## src/logic/radio_core_pkg.sv

```systemverilog
// sample union, settings and readback bus types, widths, register offsets, saturation helper
`default_nettype none

package radio_core_pkg;

   // --------------------
   // widths
   // --------------------
   localparam int SAMPLE_W = 16;        // one I or Q component
   localparam int LED_W = 3;            // {rx, txrx_tx, txrx_rx}
   localparam int ANC_FRAC_BITS = 14;   // scale is Q1.14
   localparam int ANC_ENABLE_BIT = 31;

   // --------------------
   // bus types
   // --------------------
   typedef logic [7:0]  set_addr_t;
   typedef logic [31:0] set_data_t;
   typedef logic [7:0]  rb_addr_t;
   typedef logic [63:0] rb_data_t;

   // one sample word, seen either as the raw bus word or as its I/Q halves
   typedef union packed {
      logic [2*SAMPLE_W-1:0] raw;
      struct packed {
         logic signed [SAMPLE_W-1:0] i;   // upper half
         logic signed [SAMPLE_W-1:0] q;   // lower half
      } iq;
   } iq_sample_t;

   // --------------------
   // register offsets
   // --------------------
   // daughterboard, relative to SR_DB_BASE
   localparam logic [1:0] DB_REG_MISC_OUT = 2'd0;
   localparam logic [1:0] DB_REG_GPIO_OUT = 2'd1;
   localparam logic [1:0] DB_REG_GPIO_DDR = 2'd2;
   localparam logic [1:0] DB_REG_LEDS     = 2'd3;

   // front end, relative to SR_FE_BASE
   localparam logic [0:0] FE_REG_RX_OFFSET = 1'd0;
   localparam logic [0:0] FE_REG_TX_OFFSET = 1'd1;

   // readback addresses
   localparam logic [1:0] RB_INPUTS    = 2'd0;
   localparam logic [1:0] RB_OUTPUTS   = 2'd1;
   localparam logic [1:0] RB_DIRECTION = 2'd2;

   // clamp a wide signed value to the signed sample range
   function automatic logic signed [SAMPLE_W-1:0] sat_sample(input logic signed [31:0] x);
      logic signed [31:0] max_v;
      logic signed [31:0] min_v;
      max_v = (32'sd1 <<< (SAMPLE_W - 1)) - 32'sd1;
      min_v = -(32'sd1 <<< (SAMPLE_W - 1));
      if (x > max_v) begin
         return max_v[SAMPLE_W-1:0];
      end else if (x < min_v) begin
         return min_v[SAMPLE_W-1:0];
      end
      return x[SAMPLE_W-1:0];
   endfunction

endpackage

`default_nettype wire

```

## src/logic/db_control.sv

```systemverilog
// daughterboard misc/gpio/led registers, input sampling, readback mux
`timescale 1ns/1ns
`default_nettype none

module db_control #(
   parameter int SR_DB_BASE = 160
) (
   input  wire logic                            radio_clk,
   input  wire logic                            i_rst_n,
   // settings bus
   input  wire logic                            i_set_stb,
   input  wire radio_core_pkg::set_addr_t       i_set_addr,
   input  wire radio_core_pkg::set_data_t       i_set_data,
   // readback
   input  wire logic                            i_rb_stb,
   input  wire radio_core_pkg::rb_addr_t        i_rb_addr,
   output logic                                 o_rb_stb,
   output radio_core_pkg::rb_data_t             o_rb_data,
   // daughterboard pins
   input  wire logic [31:0]                     i_misc_in,
   input  wire logic [31:0]                     i_gpio_in,
   output logic [31:0]                          o_misc_out,
   output logic [31:0]                          o_gpio_out,
   output logic [31:0]                          o_gpio_ddr,
   output logic [radio_core_pkg::LED_W-1:0]     o_radio_led
);

   // absolute settings addresses
   localparam radio_core_pkg::set_addr_t ADDR_MISC_OUT =
      radio_core_pkg::set_addr_t'(SR_DB_BASE + int'(radio_core_pkg::DB_REG_MISC_OUT));
   localparam radio_core_pkg::set_addr_t ADDR_GPIO_OUT =
      radio_core_pkg::set_addr_t'(SR_DB_BASE + int'(radio_core_pkg::DB_REG_GPIO_OUT));
   localparam radio_core_pkg::set_addr_t ADDR_GPIO_DDR =
      radio_core_pkg::set_addr_t'(SR_DB_BASE + int'(radio_core_pkg::DB_REG_GPIO_DDR));
   localparam radio_core_pkg::set_addr_t ADDR_LEDS =
      radio_core_pkg::set_addr_t'(SR_DB_BASE + int'(radio_core_pkg::DB_REG_LEDS));

   // readback addresses widened to the bus
   localparam radio_core_pkg::rb_addr_t RB_ADDR_INPUTS =
      radio_core_pkg::rb_addr_t'(radio_core_pkg::RB_INPUTS);
   localparam radio_core_pkg::rb_addr_t RB_ADDR_OUTPUTS =
      radio_core_pkg::rb_addr_t'(radio_core_pkg::RB_OUTPUTS);
   localparam radio_core_pkg::rb_addr_t RB_ADDR_DIRECTION =
      radio_core_pkg::rb_addr_t'(radio_core_pkg::RB_DIRECTION);

   logic [31:0] misc_in_r;   // sampled pins
   logic [31:0] gpio_in_r;
   radio_core_pkg::rb_data_t rb_mux;

   // --------------------
   // settings registers
   // --------------------
   always_ff @(posedge radio_clk) begin
      if (!i_rst_n) begin
         o_misc_out  <= '0;
         o_gpio_out  <= '0;
         o_gpio_ddr  <= '0;
         o_radio_led <= '0;
      end else if (i_set_stb) begin
         case (i_set_addr)
            ADDR_MISC_OUT: o_misc_out <= i_set_data;
            ADDR_GPIO_OUT: o_gpio_out <= i_set_data;
            ADDR_GPIO_DDR: o_gpio_ddr <= i_set_data;
            ADDR_LEDS:     o_radio_led <= i_set_data[radio_core_pkg::LED_W-1:0];
            default: ;   // someone else's register
         endcase
      end
   end

   // one register stage on the pins before they reach readback
   always_ff @(posedge radio_clk) begin
      misc_in_r <= i_misc_in;
      gpio_in_r <= i_gpio_in;
   end

   // --------------------
   // readback
   // --------------------
   always_comb begin
      case (i_rb_addr)
         RB_ADDR_INPUTS:    rb_mux = {misc_in_r, gpio_in_r};
         RB_ADDR_OUTPUTS:   rb_mux = {o_misc_out, o_gpio_out};
         RB_ADDR_DIRECTION: rb_mux = {o_gpio_ddr, {(32 - radio_core_pkg::LED_W){1'b0}},
                                      o_radio_led};
         default:           rb_mux = '0;
      endcase
   end

   always_ff @(posedge radio_clk) begin
      if (!i_rst_n) begin
         o_rb_stb <= 1'b0;
      end else begin
         o_rb_stb <= i_rb_stb;
      end
   end

   always_ff @(posedge radio_clk) begin
      if (i_rb_stb) begin
         o_rb_data <= rb_mux;   // held until the next request
      end
   end

   // every request gets exactly one answer, on the next cycle
   assert property (@(posedge radio_clk) disable iff (!i_rst_n)
      o_rb_stb == $past(i_rb_stb && i_rst_n));

endmodule

`default_nettype wire

```

## src/logic/fe_control.sv

```systemverilog
// rx/tx dc-offset registers and the saturating offset correction stages
`timescale 1ns/1ns
`default_nettype none

module fe_control #(
   parameter int SR_FE_BASE = 208
) (
   input  wire logic                            radio_clk,
   input  wire logic                            i_rst_n,
   // settings bus
   input  wire logic                            i_set_stb,
   input  wire radio_core_pkg::set_addr_t       i_set_addr,
   input  wire radio_core_pkg::set_data_t       i_set_data,
   // receive side
   input  wire logic                            i_rx_stb,
   input  wire radio_core_pkg::iq_sample_t      i_rx_data,
   output logic                                 o_rx_stb,
   output radio_core_pkg::iq_sample_t           o_rx_data,
   // transmit side
   input  wire logic                            i_tx_stb,
   input  wire radio_core_pkg::iq_sample_t      i_tx_data,
   output logic                                 o_tx_stb,
   output radio_core_pkg::iq_sample_t           o_tx_data
);

   localparam radio_core_pkg::set_addr_t ADDR_RX_OFFSET =
      radio_core_pkg::set_addr_t'(SR_FE_BASE + int'(radio_core_pkg::FE_REG_RX_OFFSET));
   localparam radio_core_pkg::set_addr_t ADDR_TX_OFFSET =
      radio_core_pkg::set_addr_t'(SR_FE_BASE + int'(radio_core_pkg::FE_REG_TX_OFFSET));

   radio_core_pkg::iq_sample_t rx_offset;
   radio_core_pkg::iq_sample_t tx_offset;

   // 32 bit so the sum never wraps before the clamp
   logic signed [31:0] rx_i_wide;
   logic signed [31:0] rx_q_wide;
   logic signed [31:0] tx_i_wide;
   logic signed [31:0] tx_q_wide;

   // --------------------
   // offset registers
   // --------------------
   always_ff @(posedge radio_clk) begin
      if (!i_rst_n) begin
         rx_offset.raw <= '0;
         tx_offset.raw <= '0;
      end else if (i_set_stb) begin
         if (i_set_addr == ADDR_RX_OFFSET) begin
            rx_offset.raw <= i_set_data;
         end
         if (i_set_addr == ADDR_TX_OFFSET) begin
            tx_offset.raw <= i_set_data;
         end
      end
   end

   always_comb begin
      rx_i_wide = 32'(i_rx_data.iq.i) - 32'(rx_offset.iq.i);   // remove dc
      rx_q_wide = 32'(i_rx_data.iq.q) - 32'(rx_offset.iq.q);
      tx_i_wide = 32'(i_tx_data.iq.i) + 32'(tx_offset.iq.i);   // add dc back for the dac
      tx_q_wide = 32'(i_tx_data.iq.q) + 32'(tx_offset.iq.q);
   end

   // --------------------
   // strobes
   // --------------------
   always_ff @(posedge radio_clk) begin
      if (!i_rst_n) begin
         o_rx_stb <= 1'b0;
         o_tx_stb <= 1'b0;
      end else begin
         o_rx_stb <= i_rx_stb;
         o_tx_stb <= i_tx_stb;
      end
   end

   // corrected samples, loaded only with a valid input
   always_ff @(posedge radio_clk) begin
      if (i_rx_stb) begin
         o_rx_data.iq.i <= radio_core_pkg::sat_sample(rx_i_wide);
         o_rx_data.iq.q <= radio_core_pkg::sat_sample(rx_q_wide);
      end
      if (i_tx_stb) begin
         o_tx_data.iq.i <= radio_core_pkg::sat_sample(tx_i_wide);
         o_tx_data.iq.q <= radio_core_pkg::sat_sample(tx_q_wide);
      end
   end

   // both stages are exactly one cycle deep
   assert property (@(posedge radio_clk) disable iff (!i_rst_n)
      o_rx_stb == $past(i_rx_stb && i_rst_n));
   assert property (@(posedge radio_clk) disable iff (!i_rst_n)
      o_tx_stb == $past(i_tx_stb && i_rst_n));

endmodule

`default_nettype wire

```

## src/logic/rx_anc.sv

```systemverilog
// cancellation register and two-stage scale, shift, negate pipeline
`timescale 1ns/1ns
`default_nettype none

module rx_anc #(
   parameter int SR_ANC_ADDR = 224
) (
   input  wire logic                            radio_clk,
   input  wire logic                            i_rst_n,
   // settings bus
   input  wire logic                            i_set_stb,
   input  wire radio_core_pkg::set_addr_t       i_set_addr,
   input  wire radio_core_pkg::set_data_t       i_set_data,
   // corrected receive samples in
   input  wire logic                            i_rx_stb,
   input  wire radio_core_pkg::iq_sample_t      i_rx_data,
   // cancellation samples out
   output logic                                 o_anc_stb,
   output radio_core_pkg::iq_sample_t           o_anc_data
);

   localparam radio_core_pkg::set_addr_t ADDR_ANC =
      radio_core_pkg::set_addr_t'(SR_ANC_ADDR);

   radio_core_pkg::set_data_t anc_reg;   // {en, ..., scale[15:0]}
   logic signed [radio_core_pkg::SAMPLE_W-1:0] anc_scale;
   logic anc_en;

   // stage 1
   logic               s1_stb;
   logic               s1_en;
   logic signed [31:0] prod_i;
   logic signed [31:0] prod_q;

   // stage 2 inputs
   logic signed [31:0] neg_i;
   logic signed [31:0] neg_q;

   always_ff @(posedge radio_clk) begin
      if (!i_rst_n) begin
         anc_reg <= '0;   // cancellation off
      end else if (i_set_stb && i_set_addr == ADDR_ANC) begin
         anc_reg <= i_set_data;
      end
   end

   assign anc_scale = anc_reg[radio_core_pkg::SAMPLE_W-1:0];
   assign anc_en    = anc_reg[radio_core_pkg::ANC_ENABLE_BIT];

   // --------------------
   // stage 1 multiply
   // --------------------
   always_ff @(posedge radio_clk) begin
      if (!i_rst_n) begin
         s1_stb <= 1'b0;
         s1_en  <= 1'b0;
      end else begin
         s1_stb <= i_rx_stb;
         s1_en  <= anc_en;   // enable travels with the sample
      end
   end

   always_ff @(posedge radio_clk) begin
      if (i_rx_stb) begin
         prod_i <= i_rx_data.iq.i * anc_scale;
         prod_q <= i_rx_data.iq.q * anc_scale;
      end
   end

   // --------------------
   // stage 2 shift, negate, clamp
   // --------------------
   assign neg_i = -(prod_i >>> radio_core_pkg::ANC_FRAC_BITS);
   assign neg_q = -(prod_q >>> radio_core_pkg::ANC_FRAC_BITS);

   always_ff @(posedge radio_clk) begin
      if (!i_rst_n) begin
         o_anc_stb <= 1'b0;
      end else begin
         o_anc_stb <= s1_stb;
      end
   end

   always_ff @(posedge radio_clk) begin
      if (s1_stb) begin
         if (s1_en) begin
            o_anc_data.iq.i <= radio_core_pkg::sat_sample(neg_i);
            o_anc_data.iq.q <= radio_core_pkg::sat_sample(neg_q);
         end else begin
            o_anc_data.raw <= '0;   // silence while disabled
         end
      end
   end

   // a valid cancellation sample is always fully defined
   assert property (@(posedge radio_clk) disable iff (!i_rst_n)
      o_anc_stb |-> !$isunknown(o_anc_data));

endmodule

`default_nettype wire

```

## src/logic/radio_core.sv

```systemverilog
// top level with daughterboard control, front-end correction and cancellation
`timescale 1ns/1ns
`default_nettype none

module radio_core #(
   parameter int SR_DB_BASE  = 160,
   parameter int SR_FE_BASE  = 208,
   parameter int SR_ANC_ADDR = 224
) (
   input  wire logic                            radio_clk,
   input  wire logic                            i_rst_n,
   // settings bus
   input  wire logic                            i_set_stb,
   input  wire radio_core_pkg::set_addr_t       i_set_addr,
   input  wire radio_core_pkg::set_data_t       i_set_data,
   // readback
   input  wire logic                            i_rb_stb,
   input  wire radio_core_pkg::rb_addr_t        i_rb_addr,
   output logic                                 o_rb_stb,
   output radio_core_pkg::rb_data_t             o_rb_data,
   // samples
   input  wire logic                            i_rx_stb,
   input  wire radio_core_pkg::iq_sample_t      i_rx_data,
   output logic                                 o_rx_stb,
   output radio_core_pkg::iq_sample_t           o_rx_data,
   output logic                                 o_tx_stb,
   output radio_core_pkg::iq_sample_t           o_tx_data,
   // daughterboard
   input  wire logic [31:0]                     i_misc_in,
   output logic [31:0]                          o_misc_out,
   input  wire logic [31:0]                     i_gpio_in,
   output logic [31:0]                          o_gpio_out,
   output logic [31:0]                          o_gpio_ddr,
   output logic [radio_core_pkg::LED_W-1:0]     o_radio_led
);

   logic                       anc_stb;
   radio_core_pkg::iq_sample_t anc_data;   // negated rx fed back as tx

   // --------------------
   // daughterboard control
   // --------------------
   db_control #(
      .SR_DB_BASE (SR_DB_BASE)
   ) db_control_i (
      .radio_clk   (radio_clk),
      .i_rst_n     (i_rst_n),
      .i_set_stb   (i_set_stb),
      .i_set_addr  (i_set_addr),
      .i_set_data  (i_set_data),
      .i_rb_stb    (i_rb_stb),
      .i_rb_addr   (i_rb_addr),
      .o_rb_stb    (o_rb_stb),
      .o_rb_data   (o_rb_data),
      .i_misc_in   (i_misc_in),
      .i_gpio_in   (i_gpio_in),
      .o_misc_out  (o_misc_out),
      .o_gpio_out  (o_gpio_out),
      .o_gpio_ddr  (o_gpio_ddr),
      .o_radio_led (o_radio_led)
   );

   // rx correction first, tx correction takes the anc output
   fe_control #(
      .SR_FE_BASE (SR_FE_BASE)
   ) fe_control_i (
      .radio_clk  (radio_clk),
      .i_rst_n    (i_rst_n),
      .i_set_stb  (i_set_stb),
      .i_set_addr (i_set_addr),
      .i_set_data (i_set_data),
      .i_rx_stb   (i_rx_stb),
      .i_rx_data  (i_rx_data),
      .o_rx_stb   (o_rx_stb),
      .o_rx_data  (o_rx_data),
      .i_tx_stb   (anc_stb),
      .i_tx_data  (anc_data),
      .o_tx_stb   (o_tx_stb),
      .o_tx_data  (o_tx_data)
   );

   rx_anc #(
      .SR_ANC_ADDR (SR_ANC_ADDR)
   ) rx_anc_i (
      .radio_clk  (radio_clk),
      .i_rst_n    (i_rst_n),
      .i_set_stb  (i_set_stb),
      .i_set_addr (i_set_addr),
      .i_set_data (i_set_data),
      .i_rx_stb   (o_rx_stb),    // corrected rx
      .i_rx_data  (o_rx_data),
      .o_anc_stb  (anc_stb),
      .o_anc_data (anc_data)
   );

endmodule

`default_nettype wire

```

## config.mk

```make
export PLATFORM = sky130hd
export DESIGN_NAME = radio_core
export DESIGN_NICKNAME = d
export VERILOG_FILES = /design/src/logic/radio_core_pkg.sv /design/src/logic/db_control.sv /design/src/logic/fe_control.sv /design/src/logic/rx_anc.sv /design/src/logic/radio_core.sv
export SDC_FILE = /design/constraint.sdc
export NUM_CORES = 2
export LEC_CHECK = 0
export ABC_AREA = 1
export ABC_CLOCK_PERIOD_IN_PS = 8800
export BUFFER_PORTS_ARGS = -buffer_cell sky130_fd_sc_hd__buf_2
export CAP_MARGIN = 20
export CORE_ASPECT_RATIO = 0.7
export CORE_MARGIN = 1.5
export CORE_UTILIZATION = 40
export DETAILED_ROUTE_END_ITERATION = 10
export HOLD_SLACK_MARGIN = 0.15
export PLACE_DENSITY_LB_ADDON = 0.25
export SLEW_MARGIN = 0
export SYNTH_ARGS = -nofsm -noshare
export SYNTH_HDL_FRONTEND = slang
export SYNTH_SLANG_ARGS = --single-unit
```

## constraint.sdc

```tcl
create_clock -name radio_clk -period 8.8 [get_ports radio_clk]
set_input_delay 0 -clock radio_clk [delete_from_list [all_inputs] [get_ports radio_clk]]
set_output_delay 0 -clock radio_clk [all_outputs]
set_load 0.02 [all_outputs]
```

Yosys cells after proc, flatten, opt, wreduce, memory -nomap -nowiden:

Index checks and enable logic that the tools add are counted.
W data, S select, Z words.

* mux-type cells: 39
* $mul: 2
* reductions and logical operators: 8
* add/subtract/negate cells: 6
* equal/unequal tests: 9
* magnitude comparators: 12

Operators by type and width (count)
* $mux W16: 18
* $gt A32 B16 Y1 const B: 6
* $lt A32 B16 Y1 const B: 6
* $pmux W64 S3: 1
* $mul A16 B16 Y32: 2
* $neg A18 Y32: 2
* $eq A8 B8 Y1 const B: 7
* $add A16 B16 Y17: 2
* $sub A16 B16 Y17: 2
* $mux W1: 20
* $reduce_and A2 Y1: 6
* $eq A8 B1 Y1 const B: 1
* $eq A8 B2 Y1 const B: 1
* $logic_not A8 Y1: 1
* $logic_and A1 B1 Y1: 1

* word-level logic and storage cells: 97
* bits of input ports: 149
* bits in registers: 489

Logic depth before layout (Yosys ltp):

* depth in word-level cells: 7
* gate-level depth with buffers: 27
* mapped depth without buffers: 25

By module:

A second synthesis with hierarchy kept.

* cells, all modules: 5328
* area, all modules: 41991.5 um^2

By module, submodules not included
* rx_anc: seq. area each 2442.3 um^2, area an instance 24902.6 um^2, cells an instance 3205, times used 1
* db_control: seq. area each 5205.0 um^2, area an instance 8714.6 um^2, cells an instance 993, times used 1
* fe_control: seq. area each 3243.1 um^2, area an instance 8374.3 um^2, cells an instance 1130, times used 1

Worst setup path before layout:

OpenSTA, ideal clock, no wires.

* path kind: register -> register
* start: register fe_control_i.o_rx_data[31] in the netlist's numbering
* end: register rx_anc_i.prod_i[28], data pin
* setup time: 0.252 ns
* stages on the path, launching flop included: 20
* arrival time: 5.701 ns
* path slack: 2.846 ns
* cell sequence: edfxtp_1 -> clkbuf_1 -> nand2_1 -> fa_1 -> inv_1 -> fa_1 -> fa_1 -> fa_1 -> fa_1 -> inv_1 -> fa_1 -> inv_1 -> ha_1 -> a21oi_1 -> a21boi_0 -> o21ai_0 -> a21oi_1 -> nand2_1 -> nand2_1 -> nand2_1

* word-level cells in the longest chain between the ends: 1

Ends and longest elaborated chain
* start, declared: RTL line fe_control.sv:18 `output radio_core_pkg::iq_sample_t o_rx_data,`
* $mul A16 B16 Y32: RTL line rx_anc.sv:65 `prod_i <= i_rx_data.iq.i * anc_scale;`
* end signal, assigned: RTL line rx_anc.sv:65
* end, declared: RTL line rx_anc.sv:32 `logic signed [31:0] prod_i;`

No other way between the ends.
A chain may end at the register's enable or synchronous reset.

Worst setup path after layout:

Ends and elaborated chain as after synthesis.

==> summary.txt <==
# setup viols final -> 0
wire length per cell -> 17.7 um
PortBufs -> 378
Ports -> 379
Post-synth EDFFs -> 196
FILL cells -> 10,096
Worst Path Class, Setup -> reg2reg
top cells by area, synth -> fa_1 25%, edfxtp_1 14%, nand2_1 12%
total congestion overflow -> 0
RR Startpoint -> fe_control_i.o_rx_data[31]$_DFFE_PP_
Slew HR -> 27.1%
final hold slack -> 0.165 ns
Synth top area share -> 25.2%
Core ar. -> 104,000 um2
Starting Density -> 40.3%
Num CTS Buffers -> 45
worst-case reg-to-reg path depth -> 18
hold path start -> i_rx_data[9]
Setup Skew -> 0.0382 ns
# rows -> 99
sequential area share after synthesis -> 26.0%
Final Max Slew Viols -> 0
Hold WC Path Type -> in2reg
post-synthesis instance total -> 5,351
CTS resizes -> 0
max reg flops -> 64
hold worst-path end -> fe_control_i.o_rx_data[9]$_DFFE_PP_
Root Buffer -> clkbuf_16
Max Cap Viol -> 0
CP Data Arrival Time -> 7.18 ns
pin slew with the least headroom to its limit -> 1.09 ns
Clock Sinks -> 446
Cell Area, Synth -> 41,800 um2
H-Tree Depth -> 2
Synth Register Bits -> 446
post-route cell area -> 48,600 um2
Antenna Violating Nets Remaining -> 0
die width -> 390 um
full die area -> 107,000 um2
DR DRC count -> 0
Max FO, Critical Path -> 17
synth unique cells -> 48
chip height -> 274 um
Iter 0 DRT Violations -> 3,076
Reg-to-Reg End -> rx_anc_i.prod_i[28]$_DFFE_PP_
fin crit share -> 77.6%
setup TNS -> 0 ns
CTS tree -> yes
Skew-Pair Late Insertion Delay -> 0.62 ns
total wire length -> 128,000 um
cell area after placement -> 44,900 um2
Synth Flop Type -> dfxtp_1
Fin. Hold Viols -> 0
WP data required -> 9.16 ns
Final Critical Period -> 6.83 ns
fin nets -> 6,739
P_leak -> 26.2 nW
power per cell area -> 100 nW/um2
DR vias -> 35,152
Detailed Place HPWL -> 101,000 um
Biggest register -> db_control_i.o_rb_data
Worst VDD drop -> 149 uV
Via density -> 4.85
Fmax -> 0.146 GHz
r2r setup slk -> 1.97 ns
first-pass GRT wire length -> 199,000 um
synth-to-layout area growth -> 16.2%
ratio of cells with drive above 1 in the final layout -> 9.92%
RSZ-0062 raised after global routing -> false
Setup crit end kind -> flop
synth warn -> 0
vias in the first global route -> 34,656
Min-Delay Path Depth -> 7
first-pass detailed-route iteration total -> 7
gp weighted congestion -> 0.927
largest area contributor in the netlist -> fa_1
syn_area_per_cell -> 7.82 um2
largest net degree at the start of global routing -> 115
Mapped Nets -> 6,250
ys async rst share -> 0%
startpoint types -> flop
outcome -> completed
initial antenna violation count -> 14
GRT Overall Usage -> 24.0%
Max clock buf depth -> 3
Clock Pin Slew Worst Setup and Hold Paths -> 0.07 ns
what timing repair did:
item / in CTS / in global routing
endpoints found under the setup margin: 0 / 0
hold buffers: 218 / 0
setup buffers: 0 / 0
endpoints found under the hold margin: 311 / 0
worst max path at each step:
stage                                                    start                             to  slack, ns
final                     fe_control_i.o_rx_data[31]$_DFFE_PP_  rx_anc_i.prod_i[28]$_DFFE_PP_       1.97
after global routing      fe_control_i.o_rx_data[31]$_DFFE_PP_  rx_anc_i.prod_i[28]$_DFFE_PP_       1.51
after CTS                 fe_control_i.o_rx_data[31]$_DFFE_PP_  rx_anc_i.prod_i[28]$_DFFE_PP_       1.95
after detailed placement  fe_control_i.o_rx_data[31]$_DFFE_PP_  rx_anc_i.prod_i[28]$_DFFE_PP_       1.96
after global placement    fe_control_i.o_rx_data[31]$_DFFE_PP_  rx_anc_i.prod_i[28]$_DFFE_PP_       2.04
after floorplan           fe_control_i.o_rx_data[31]$_DFFE_PP_  rx_anc_i.prod_i[28]$_DFFE_PP_       2.85
per-layer routing:
metal	part of all wire (%)	wire [um]	GRT usage, %
met3	8.6	11000	5.16
met1	47	61000	36.4
met4	2.0	2520	4.82
met5	0	0	0
met2	42	53900	35.0
stage by stage:
stage | instances | util (%) | setup slack [ns] | power, mW
global placement | 6935 | 43.2 | 2.04 | 2.83
finish | 7245 | 46.8 | 1.97 | 4.87
global route | 7245 | 46.8 | 1.51 | 5.04
detailed placement | 6936 | 43.2 | 1.96 | 2.83
floorplan | 5351 | - | 2.85 | 2.59
CTS | 7238 | 46.7 | 1.95 | 4.89
critical path: stages (launching register included):
cell	delay (ns)
edfxtp_1	0.92
nand2_1	0.35
fa_1	0.61
inv_1	0.07
fa_1	0.94
fa_1	0.53
fa_1	0.47
fa_1	0.55
inv_1	0.05
fa_1	0.52
inv_1	0.04
ha_1	0.39
a21oi_1	0.20
a21boi_0	0.33
o21ai_0	0.13
a21oi_1	0.26
nand2_1	0.09
nand2_1	0.06
nand2_1	0.04
final cells by class:
type | instances | area (um2) | area share (%)
timing repair buffer | 634 | 4410 | 9.08
multi-input combinational | 3458 | 25400 | 52.2
antenna | 5 | 12.5 | 0.0257
inverter | 1255 | 4710 | 9.69
tap | 1363 | 1710 | 3.51
clock inverter | 23 | 234 | 0.481
sequential | 446 | 10900 | 22.4
clock buffer | 61 | 1250 | 2.57
layout by cell type (no fill, tap or decap), drive strengths merged, types with 20 or more instances in the layout:
master / instances
xor2: 30
ha: 224
dlygate4sd3: 218
o21ai: 227
inv: 1261
nand4: 32
nand3b: 23
nand3: 180
a22o: 23
dfxtp: 250
buf: 416
nand2: 1395
clkbuf: 61
fa: 526
edfxtp: 196
nor2: 503
a21oi: 158
xnor2: 40
nor3: 20
logic make-up after synthesis:
logic type | after synthesis | synth area share (%)
and+or+nand+nor | 2190 | 21.5
AOI/OAI and AO/OA | 448 | 5.81
DFF | 446 | 26.0
xor gates and xnor gates | 70 | 1.47
adders and majority gates | 750 | 31.9
buffers and inverters | 1447 | 13.3
power breakdown:
group	internal (mW)	switching [mW]
clock	1.10	0.903
sequential	2.22	0.134
combinational	0.195	0.320
Yosys cell counts, types with 8 or more instances:
library cell and number:
nand2_1 1351, inv_1 1243, fa_1 526, nor2_1 486, dfxtp_1 250, o21ai_0 225, ha_1 224, edfxtp_1 196
nand3_1 176, a21oi_1 158, clkbuf_1 158, nand2_2 40, xnor2_1 40, nand4_1 31, xor2_1 30, a22o_1 23
nand3b_1 23, o21bai_1 18, nor3_1 17, buf_2 13, or2_2 13, inv_2 12, buf_4 11, nor2_2 11
and3_1 9, buf_6 8, o21a_1 8
Power figures use the tool's default switching activity.
